<file path="config.mk">
export PLATFORM = sky130hd
export DESIGN_NAME = mmio_top
export DESIGN_NICKNAME = d
export VERILOG_FILES = /design/src/mmio_pkg.sv /design/src/mmio_req_check.sv /design/src/mmio_regs.sv /design/src/response_counters.sv /design/src/mmio_resp.sv /design/src/mmio_top.sv
export SDC_FILE = /design/constraint.sdc
export NUM_CORES = 1
export LEC_CHECK = 0
export BUFFER_PORTS_ARGS = -buffer_cell sky130_fd_sc_hd__buf_2
export CAP_MARGIN = 10
export CORE_MARGIN = 5
export CORE_UTILIZATION = 62
export DETAILED_ROUTE_END_ITERATION = 16
export PLACE_DENSITY_LB_ADDON = 0.2
export SYNTH_ARGS = -nofsm -noshare
export SYNTH_HDL_FRONTEND = slang
export SYNTH_SLANG_ARGS = --single-unit
export TNS_END_PERCENT = 1
</file>
<file path="constraint.sdc">
create_clock -name clock -period 4.88 [get_ports clock]
set_input_delay 0 -clock clock [delete_from_list [all_inputs] [get_ports clock]]
set_output_delay 0 -clock clock [all_outputs]
set_load 0.01 [all_outputs]
</file>
<file path="src/mmio_pkg.sv">
// Odd parity on address and data; addresses are [0:23] with bit 23 picking the 32-bit lane of a word
package mmio_pkg;

  // Host request as it arrives on the command link
  typedef struct packed {
    logic        cfg;
    logic        read;
    logic        doubleword;
    logic [0:23] address;
    logic        address_parity;
    logic [63:0] data;
    logic        data_parity;
  } mmio_req_t;

  typedef enum logic [2:0] {
    OP_CFG_READ,
    OP_REG_READ,
    OP_REG_WRITE,
    OP_CFG_WRITE,
    OP_BAD_PARITY
  } mmio_op_e;

  // Classified request, parity_err is {data, address}
  typedef struct packed {
    mmio_op_e    op;
    logic [0:23] address;
    logic        doubleword;
    logic [63:0] data;
    logic [1:0]  parity_err;
  } mmio_op_t;

  // Register space, even word addresses only
  typedef enum logic [23:0] {
    CU_CONFIGURE      = 24'h00_0010,
    AFU_CONFIGURE     = 24'h00_0012,
    CU_STATUS         = 24'h00_0014,
    ERROR_REG         = 24'h00_0016,
    ERROR_ACK         = 24'h00_0018,
    STAT_CLEAR        = 24'h00_001A,
    DONE_COUNT_REG    = 24'h00_0020,
    FLUSHED_COUNT_REG = 24'h00_0022,
    FAILED_COUNT_REG  = 24'h00_0024,
    PAGED_COUNT_REG   = 24'h00_0026,
    CYCLE_COUNT_REG   = 24'h00_0028
  } mmio_reg_addr_e;

  typedef struct packed {
    logic [63:0] data;
    logic        data_parity;
    logic        error;
    logic        was_write;
  } mmio_resp_t;

  typedef enum logic [1:0] {
    RESP_DONE,
    RESP_FLUSHED,
    RESP_FAILED,
    RESP_PAGED
  } cu_resp_code_e;

  typedef struct packed {
    logic          valid;
    cu_resp_code_e code;
  } cu_resp_t;

  typedef struct packed {
    logic [63:0] done;
    logic [63:0] flushed;
    logic [63:0] failed;
    logic [63:0] paged;
    logic [63:0] cycle;
  } resp_stats_t;

  ////////////////////
  // Descriptor space
  ////////////////////

  localparam int DESC_WORDS = 4;

  // Dedicated-process model, one config record at offset 0x100
  localparam logic [63:0] DESCRIPTOR_TABLE [DESC_WORDS] = '{
    64'h0000_0001_0001_8010,
    64'h0000_0000_0000_0000,
    64'h0000_0000_0000_0001,
    64'h0000_0000_0000_0100
  };

  // Parity bit that makes the total count of ones odd
  function automatic logic odd_parity_of(input logic [63:0] value);
    return ~(^value);
  endfunction

endpackage

</file>
<file path="src/mmio_req_check.sv">
// Data parity is checked for writes only; a request with any parity error is never executed
`timescale 1ns/1ps

module mmio_req_check (
  input  logic                clock,
  input  logic                rstn,
  input  logic                advance,
  input  logic                req_valid,
  input  mmio_pkg::mmio_req_t req,
  output logic                op_valid,
  output mmio_pkg::mmio_op_t  op
);

  import mmio_pkg::*;

  logic     addr_err;
  logic     data_err;
  mmio_op_t next_op;

  ////////////////////
  // Parity check
  ////////////////////

  // Address is zero-extended, which leaves its parity unchanged
  assign addr_err = odd_parity_of({40'b0, req.address}) != req.address_parity;
  assign data_err = !req.read && (odd_parity_of(req.data) != req.data_parity);

  ////////////////////
  // Classification
  ////////////////////

  always_comb begin
    next_op.address    = req.address;
    next_op.doubleword = req.doubleword;
    next_op.data       = req.data;
    next_op.parity_err = {data_err, addr_err};
    if (addr_err || data_err) begin
      next_op.op = OP_BAD_PARITY;
    end else begin
      case ({req.cfg, req.read})
        2'b11:   next_op.op = OP_CFG_READ;
        2'b10:   next_op.op = OP_CFG_WRITE;
        2'b01:   next_op.op = OP_REG_READ;
        default: next_op.op = OP_REG_WRITE;
      endcase
    end
  end

  // Stage valid follows the pipeline advance
  always_ff @(posedge clock or negedge rstn) begin
    if (!rstn) begin
      op_valid <= 1'b0;
    end else if (advance) begin
      op_valid <= req_valid;
    end
  end

  always_ff @(posedge clock) begin
    if (advance && req_valid) begin
      op <= next_op;
    end
  end

  // A stalled operation must not change under the register stage
  assert property (@(posedge clock) disable iff (!rstn)
    op_valid && !advance |=> $stable(op) && op_valid);

endmodule

</file>
<file path="src/mmio_regs.sv">
// Single-word data sits in the lane it addresses; descriptor writes are accepted and dropped
`timescale 1ns/1ps

module mmio_regs (
  input  logic                  clock,
  input  logic                  rstn,
  input  logic                  advance,
  input  logic                  op_valid,
  input  mmio_pkg::mmio_op_t    op,
  input  logic [63:0]           cu_status,
  input  mmio_pkg::resp_stats_t stats,
  output logic                  stat_clear,
  output logic [63:0]           cu_configure,
  output logic [63:0]           afu_configure,
  output logic [1:0]            mmio_errors,
  output logic                  rd_valid,
  output logic [63:0]           rd_data,
  output logic                  rd_error,
  output logic                  rd_write,
  output logic                  rd_addr_lo,
  output logic                  rd_double
);

  import mmio_pkg::*;

  logic        do_op;
  logic [23:0] word_addr;
  logic [1:0]  ack_bits;
  logic [63:0] read_value;

  // Replace the whole word or only the addressed 32-bit lane
  function automatic logic [63:0] merge_lane(input logic [63:0] old_value,
                                             input logic [63:0] new_value,
                                             input logic        full,
                                             input logic        lo);
    logic [63:0] result;
    result = old_value;
    if (full) begin
      result = new_value;
    end else if (lo) begin
      result[31:0] = new_value[31:0];
    end else begin
      result[63:32] = new_value[63:32];
    end
    return result;
  endfunction

  assign do_op     = advance && op_valid;
  assign word_addr = {op.address[0:22], 1'b0};
  assign ack_bits  = (op.doubleword || op.address[23]) ? op.data[1:0] : op.data[33:32];

  ////////////////////
  // Read selection
  ////////////////////

  always_comb begin
    read_value = '0;
    case (op.op)
      OP_CFG_READ: begin
        // Past the table reads as zero
        if (op.address[0:22] < DESC_WORDS) begin
          read_value = DESCRIPTOR_TABLE[op.address[21:22]];
        end
      end
      OP_REG_READ: begin
        case (word_addr)
          CU_CONFIGURE:      read_value = cu_configure;
          AFU_CONFIGURE:     read_value = afu_configure;
          CU_STATUS:         read_value = cu_status;
          ERROR_REG:         read_value = {62'b0, mmio_errors};
          DONE_COUNT_REG:    read_value = stats.done;
          FLUSHED_COUNT_REG: read_value = stats.flushed;
          FAILED_COUNT_REG:  read_value = stats.failed;
          PAGED_COUNT_REG:   read_value = stats.paged;
          CYCLE_COUNT_REG:   read_value = stats.cycle;
          default:           read_value = '0;
        endcase
      end
      default: read_value = '0;
    endcase
  end

  ////////////////////
  // Register writes
  ////////////////////

  always_ff @(posedge clock or negedge rstn) begin
    if (!rstn) begin
      cu_configure  <= '0;
      afu_configure <= '0;
      mmio_errors   <= '0;
      stat_clear    <= 1'b0;
      rd_valid      <= 1'b0;
    end else begin
      stat_clear <= 1'b0;
      if (advance) begin
        rd_valid <= op_valid;
      end
      if (do_op && op.op == OP_BAD_PARITY) begin
        mmio_errors <= mmio_errors | op.parity_err;
      end else if (do_op && op.op == OP_REG_WRITE) begin
        case (word_addr)
          CU_CONFIGURE:  cu_configure  <= merge_lane(cu_configure, op.data,
                                                     op.doubleword, op.address[23]);
          AFU_CONFIGURE: afu_configure <= merge_lane(afu_configure, op.data,
                                                     op.doubleword, op.address[23]);
          ERROR_ACK:     mmio_errors   <= mmio_errors & ~ack_bits;
          // Back-to-back clears merge into one pulse
          STAT_CLEAR:    stat_clear    <= !stat_clear;
          default: ;
        endcase
      end
    end
  end

  // Read payload for the output stage
  always_ff @(posedge clock) begin
    if (do_op) begin
      rd_data    <= read_value;
      rd_error   <= op.op == OP_BAD_PARITY;
      rd_write   <= op.op inside {OP_REG_WRITE, OP_CFG_WRITE};
      rd_addr_lo <= op.address[23];
      rd_double  <= op.doubleword;
    end
  end

  // Counters see a single clear edge per request
  assert property (@(posedge clock) disable iff (!rstn) stat_clear |=> !stat_clear);

endmodule

</file>
<file path="src/response_counters.sv">
// Event counts saturate at COUNT_W bits; the cycle count wraps and is not cleared by stat_clear
`timescale 1ns/1ps

module response_counters #(
  parameter int COUNT_W = 32
) (
  input  logic                  clock,
  input  logic                  rstn,
  input  mmio_pkg::cu_resp_t    cu_resp,
  input  logic                  stat_clear,
  output mmio_pkg::resp_stats_t stats
);

  import mmio_pkg::*;

  logic [COUNT_W-1:0] event_count [4];
  logic [COUNT_W-1:0] cycle_count;

  ////////////////////
  // Event counters
  ////////////////////

  // Clear has priority over an event in the same cycle
  always_ff @(posedge clock or negedge rstn) begin
    if (!rstn) begin
      for (int i = 0; i < 4; i++) begin
        event_count[i] <= '0;
      end
    end else if (stat_clear) begin
      for (int i = 0; i < 4; i++) begin
        event_count[i] <= '0;
      end
    end else if (cu_resp.valid && event_count[cu_resp.code] != '1) begin
      event_count[cu_resp.code] <= event_count[cu_resp.code] + 1'b1;
    end
  end

  // Free-running
  always_ff @(posedge clock or negedge rstn) begin
    if (!rstn) begin
      cycle_count <= '0;
    end else begin
      cycle_count <= cycle_count + 1'b1;
    end
  end

  // Zero-extend into the 64-bit register view
  assign stats.done    = 64'(event_count[RESP_DONE]);
  assign stats.flushed = 64'(event_count[RESP_FLUSHED]);
  assign stats.failed  = 64'(event_count[RESP_FAILED]);
  assign stats.paged   = 64'(event_count[RESP_PAGED]);
  assign stats.cycle   = 64'(cycle_count);

endmodule

</file>
<file path="src/mmio_resp.sv">
// Writes and parity errors return zero data; a held response blocks the whole pipeline
`timescale 1ns/1ps

module mmio_resp (
  input  logic                 clock,
  input  logic                 rstn,
  input  logic                 rd_valid,
  input  logic [63:0]          rd_data,
  input  logic                 rd_error,
  input  logic                 rd_write,
  input  logic                 rd_addr_lo,
  input  logic                 rd_double,
  input  logic                 resp_ready,
  output logic                 advance,
  output logic                 resp_valid,
  output mmio_pkg::mmio_resp_t resp
);

  import mmio_pkg::*;

  logic [63:0] lane_data;

  // Output register is free or being emptied this cycle
  assign advance = !resp_valid || resp_ready;

  ////////////////////
  // Lane formatting
  ////////////////////

  always_comb begin
    if (rd_write) begin
      lane_data = '0;
    end else if (rd_double) begin
      lane_data = rd_data;
    end else if (rd_addr_lo) begin
      lane_data = {rd_data[31:0], rd_data[31:0]};
    end else begin
      lane_data = {rd_data[63:32], rd_data[63:32]};
    end
  end

  always_ff @(posedge clock or negedge rstn) begin
    if (!rstn) begin
      resp_valid <= 1'b0;
    end else if (advance) begin
      resp_valid <= rd_valid;
    end
  end

  always_ff @(posedge clock) begin
    if (advance && rd_valid) begin
      resp.data        <= lane_data;
      resp.data_parity <= odd_parity_of(lane_data);
      resp.error       <= rd_error;
      resp.was_write   <= rd_write;
    end
  end

  // Host sees one stable response until it takes it
  assert property (@(posedge clock) disable iff (!rstn)
    resp_valid && !resp_ready |=> resp_valid && $stable(resp));

endmodule

</file>
<file path="src/mmio_top.sv">
// Three-stage MMIO path with in-order responses; req_ready drops whenever a response is stalled
`timescale 1ns/1ps

module mmio_top #(
  parameter int COUNT_W = 32
) (
  input  logic                 clock,
  input  logic                 rstn,
  input  logic                 req_valid,
  output logic                 req_ready,
  input  mmio_pkg::mmio_req_t  req,
  output logic                 resp_valid,
  input  logic                 resp_ready,
  output mmio_pkg::mmio_resp_t resp,
  input  mmio_pkg::cu_resp_t   cu_resp,
  input  logic [63:0]          cu_status,
  output logic [63:0]          cu_configure,
  output logic [63:0]          afu_configure,
  output logic [1:0]           mmio_errors
);

  logic                  advance;
  logic                  op_valid;
  mmio_pkg::mmio_op_t    op;
  mmio_pkg::resp_stats_t stats;
  logic                  stat_clear;
  logic                  rd_valid;
  logic [63:0]           rd_data;
  logic                  rd_error;
  logic                  rd_write;
  logic                  rd_addr_lo;
  logic                  rd_double;

  assign req_ready = advance;

  mmio_req_check u_req_check (
    .clock    (clock),
    .rstn     (rstn),
    .advance  (advance),
    .req_valid(req_valid),
    .req      (req),
    .op_valid (op_valid),
    .op       (op)
  );

  mmio_regs u_regs (
    .clock        (clock),
    .rstn         (rstn),
    .advance      (advance),
    .op_valid     (op_valid),
    .op           (op),
    .cu_status    (cu_status),
    .stats        (stats),
    .stat_clear   (stat_clear),
    .cu_configure (cu_configure),
    .afu_configure(afu_configure),
    .mmio_errors  (mmio_errors),
    .rd_valid     (rd_valid),
    .rd_data      (rd_data),
    .rd_error     (rd_error),
    .rd_write     (rd_write),
    .rd_addr_lo   (rd_addr_lo),
    .rd_double    (rd_double)
  );

  response_counters #(
    .COUNT_W(COUNT_W)
  ) u_counters (
    .clock     (clock),
    .rstn      (rstn),
    .cu_resp   (cu_resp),
    .stat_clear(stat_clear),
    .stats     (stats)
  );

  mmio_resp u_resp (
    .clock     (clock),
    .rstn      (rstn),
    .rd_valid  (rd_valid),
    .rd_data   (rd_data),
    .rd_error  (rd_error),
    .rd_write  (rd_write),
    .rd_addr_lo(rd_addr_lo),
    .rd_double (rd_double),
    .resp_ready(resp_ready),
    .advance   (advance),
    .resp_valid(resp_valid),
    .resp      (resp)
  );

endmodule

</file>
# Word level (Yosys, flattened, before mapping)
# Cells that the tools add are included.
# op_classes
bitwise	9
n_eq_ne	22
n_reduce_logical	28
order_cmp	4
muxes	28
n_addsub	2
# op_table
operator	n
$pmux W64 S9	1
$mux W64	7
$mux W128	2
$reduce_xor A64 Y1	3
$mux W32	5
$eq A23 B4 Y1 const B	6
$bmux W64 S2	1
$bwmux W128	1
$pmux W64 S2	1
$eq A23 B5 Y1 const B	5
$add A32 B1 Y32 const B	2
$bmux W32 S2	1
$demux W32 S2	1
$ne A32 B32 Y1 const B	1
$lt A23 B3 Y1 const B	1
$reduce_and A4 Y1	4
$reduce_bool A2 Y1	5
$logic_and A1 B1 Y1	8
$mux W2	4
$eq A3 B2 Y1 const B	2
$ge A3 B3 Y1 const B	2
$not A2 Y3	2
$pmux W2 S3	1
$eq A2 B2 Y1 const B	2
other kinds (15)	25
# word_totals
ff_bits	523
output_inout_bits	199
input_bits	164
elab_cells	121

# Longest topological paths before layout
# logic_depth
depth_word	8
mapped_depth	13
ltp_nobuf	9

# By module
# A second synthesis with hierarchy kept.
# unflattened
hier_cells	2063
hier_area_um2	27117.3
# by_module_without_submodules
module	area_each_um2	n_inst	seq_area_each_um2	cells_each
mmio_regs	10903.0	1	5345.1	784
response_counters	8780.9	1	4003.8	735
mmio_req_check	3739.8	1	2847.7	194
mmio_resp	3693.5	1	2037.0	350

# Least setup slack after synthesis
# Ideal clock, no wire load.
# synth_timing
path_type	register to register
startpoint	register u_resp.resp_valid
endpoint	register, netlist name u_req_check.op[0]
synth_period_minus_slack_ps	3441
required_ps	4417
slack_ps	1439
setup_ps	463
arrival_time_ps	2978
n_path_buf	1
path_stages_with_launch	4
path_cell_list	dfrtp_1 > nand2b_1 > clkbuf_1 > and2_1
# synth_via
elab_chain_cells	3
# synth_rtl
element	line	source
from (decl)	mmio_resp.sv:15	output logic resp_valid,
from (signal assigned)	mmio_resp.sv:46	resp_valid <= rd_valid;
$logic_not A1 Y1	mmio_resp.sv:24	assign advance = !resp_valid || resp_ready;
$logic_or A1 B1 Y1	mmio_resp.sv:24	
via req_ready	mmio_top.sv:10	output logic req_ready,
$logic_and A1 B1 Y1	mmio_req_check.sv:59	if (advance && req_valid) begin
# The timed path passes the listed nets, and every way through them passes these cells.
# A chain may end at the register's enable or synchronous reset.

# Worst setup path in the final report
# layout_timing
startpoint	register, netlist name u_req_check.op[74]
endpoint	register u_regs.cu_configure[19]
# layout_via
elab_chain_cells	2
# layout_rtl
element	line	source
$eq A23 B4 Y1	mmio_regs.sv:102	case (word_addr)
$reduce_and A4 Y1 (no line)	-	
to (signal assigned)	mmio_regs.sv:103	CU_CONFIGURE: cu_configure <= merge_lane(cu_configure, op.data,
to (decl)	mmio_regs.sv:13	output logic [63:0] cu_configure,
# Every way passes these cells.

==> qor.yml <==
outcome: "finished clean"
grt.overflow.total: 0
ys.flop_type: "dfrtp_1"
synth_compound_area_share_pct: 9.35
endpoint_kind: "flip-flop"
avgSynthCellArea_sq_um: 13.2
chipWidth_um: 208
ys_types: 47
vias: 18300
cts_buffer_depth: 3
worst_path_max_delay_cell: "nor2_4"
max_stage_delay_ns: 0.51
ys_ff_latch: 523
ioPinCount: 363
initial_core_util_pct: 62.9
placed_cell_area_sq_um: 26700
worst_pin_slew_ns: 1.21
synth_top_family_by_area: "multiplexers"
synth_adder_area_share_pct: 0.205
peakVddDrop_v: 0.000343
p_per_area_nw_per_um2: 389
cts-buffers-inserted: 53
drt_iter0_drc: 2227
drv_cap: 0
dieArea_sq_um: 43400
gp_congestion: 0.947
min_to: "u_counters.stats[65]$_DFFE_PN0P_"
timing.rr.end: "u_regs.cu_configure[19]$_DFFE_PN0P_"
clock.fmax_ghz: 0.279
crit_arrival_ns: 4.07
async_reset_ff_share_pct: 56.2
crit_top_cell: "nand2_1"
dp_hpwl_um: 49100
dr.pass1.iters: 7
r2r_cells: 10
synth_cells: 1839
synth_common_cells: "dfrtp_1, edfxtp_1, nand2_1, xnor2_1, mux2_2"
cp.required_ns: 5.37
rrSetupSlack_ns: 1.30
hp-start: "cu_resp[1]"
area_growth_pct: 22.3
critical_path_peak_fanout: 25
coreArea_sq_um: 38700
ant_nets: 0
synth.area.top_cells: "dfrtp_1, edfxtp_1, xnor2_1, mux2_2, mux4_2"
clock_skew_ns: 0.0256
cp_cell_sequence: "nor4_1 -> nand2_1 -> nor3_1 -> nand2_1 -> nor2_1 -> buf_4 -> nand2_1 -> nor2_4 -> buf_4 -> mux2_2"
path_clk_slew_ns: 0.07
port_buffers: 362
critPathKind: "flip-flop to flip-flop"
power_w: 0.0116
setup_viol: 0
wl_um: 72900
dp.cells: 2646
leakage_nw: 12.6
fin_tns_setup_ns: 0
die_h_um: 208
drive_gt1_share_pct: 29.3
grt_setup_unrepaired: "no"
grt_util_all_layers_pct: 33.3
nets: 2496
relSlewSlack_pct: 19.2
hold_path_class: "primary input to flip-flop"
fin_crit_sh_pct: 73.4
slew_violations: 0
synth_top_area_cell: "dfrtp_1"
multiInputGateArea_sq_um: 9620
yosysWarnings: 0
cts_tree: "done"
ctsHtreeMaxLevel: 2
final_cell_area_sq_um: 29800
drcViolationCount: 0
synth-edff-count: 229
yosys.area_share.simple_pct: 7.33
first_global_vias: 18600
muxShareOfSynthArea_pct: 14.3
synth_fp_nets: 2007
grt_start_max_net_pins: 117
fin_util_pct: 76.9
n_fill_cell: 2331
hold_depth: 5
r2r-start: "u_req_check.op[74]$_DFFE_PP_"
cts_root_buf: "clkbuf_16"
final_cells: 2891
seq_area_frac_synth_pct: 58.4
clock_latency_ns: 0.61
wl_per_cell_um: 25.2
synth_xor_area_share_pct: 7.93
seq_area_sq_um: 14200
hold_viol_final: 0
via_per_inst: 6.34
clkSinkCount: 523
grt_pass1_wl_um: 112000
synth_top_area_share_pct: 30.2
post-synth-top-count-cell: "dfrtp_1"
start_kind: "flip-flop"
antenna_found_initial: 2
startpoint: "u_req_check.op[74]$_DFFE_PP_"
period_needed_ns: 3.58
row_count: 72
syn-cell-area_sq_um: 24400
[sequential cells by signal (all words and copies together) (netlist names), 2 cells and up]
| register | flops |
|---|---|
| u_resp.resp | 67 |
| u_regs.rd_data | 64 |
| u_counters.cycle_count | 32 |
| u_regs.afu_configure | 64 |
| u_regs.cu_configure | 64 |
| u_req_check.op | 94 |
| u_counters.stats | 128 |
| u_regs.mmio_errors | 2 |
[cells in the final DEF, fill, tap and decap left out, drive strengths merged, types with 2 or more instances in the layout]
cell,synthesis,layout
nor4,7,7
xnor2,174,174
xnor3,5,5
nand4,13,13
and2,6,6
clkbuf,62,83
and4,6,6
buf,49,401
a22oi,11,11
dlygate4sd3,0,144
mux4,65,65
nor3,11,11
edfxtp,229,229
a21o,4,4
nor2,124,124
nand3,25,25
o2bb2ai,120,120
a22o,5,5
o21ai,26,26
dfrtp,294,294
inv,16,19
nand2,189,189
nor3b,3,3
mux2i,55,55
clkinv,0,11
and3,11,11
or2,2,2
nand2b,5,5
a21oi,110,110
mux2,131,131
ha,4,4
xor2,31,31
a222oi,32,32
nor2b,6,6
[stage by stage]
| step | worst slack, ns | hold slack (ns) |
|---|---|---|
| 3_5_place_dp | 1.16 | 0.00899 |
| 4_1_cts | 1.37 | 0.0105 |
| 5_1_grt | 1.16 | 0.0521 |
| 2_1_floorplan | 1.44 | -0.296 |
| 3_3_place_gp | 1.36 | 0.00214 |
| 6_report | 1.30 | 0.0417 |
[worst max-delay path by stage]
| stage | end | slack (ns) |
|---|---|---|
| after detailed placement | u_counters.stats[152]$_DFFE_PN0P_ | 1.16 |
| after global placement | u_counters.stats[140]$_DFFE_PN0P_ | 1.36 |
| after CTS | u_regs.cu_configure[19]$_DFFE_PN0P_ | 1.37 |
| after floorplan | u_req_check.op[0]$_DFFE_PP_ | 1.44 |
| final | u_regs.cu_configure[19]$_DFFE_PN0P_ | 1.30 |
| after global routing | u_regs.cu_configure[19]$_DFFE_PN0P_ | 1.16 |
[what timing repair did]
action | 4_1_cts | 5_1_grt
buffers inserted | 0 | 0
resized for setup | 0 | 0
endpoints found under the hold margin | 242 | 0
hold buffers | 145 | 0
[routing by layer]
metal	GRT usage [%]	part of all wire, %	up-vias
met5	0	0	-
met4	11.8	4.2	0
met2	53.7	48	1160
met1	45.6	38	9198
li1	-	-	7777
met3	7.21	9.7	192
[where the power goes]
group	internal, W	switching [W]	total (W)
Combinational	0.00108	0.00125	0.00233
Clock	0.00218	0.00169	0.00386
Sequential	0.00512	0.000274	0.00540
[worst max-delay path: cells and delay by family (launching register included)]
family | cells | cell delay [ns]
and+or+nand+nor | 7 | 1.91
DFF | 1 | 0.39
muxes | 1 | 0.39
buffers and inverters | 2 | 0.75
[cells by family (layout without fill, tap and decap cells)]
kind of cell | Yosys count | after routing
flip-flops | 523 | 523
AND/OR/NAND/NOR | 409 | 409
AO/OA/AOI/OAI | 314 | 314
multiplexers | 251 | 251
XOR/XNOR | 211 | 211
buffers and inverters | 127 | 660
adder cells (fa/ha/maj) | 4 | 4
other | 0 | 1
[final cells by class]
type                       instances  share of cell area (%)
sequential                       523                    47.8
multi-input combinational       1189                    32.3
timing repair buffer             545                    12.1
clock buffer                      83                    5.07
tap                              518                    2.18
clock inverter                    16                   0.386
inverter                          16                   0.202
antenna                            1                 0.00840
No activity file was read; power rests on OpenSTA's default activity.
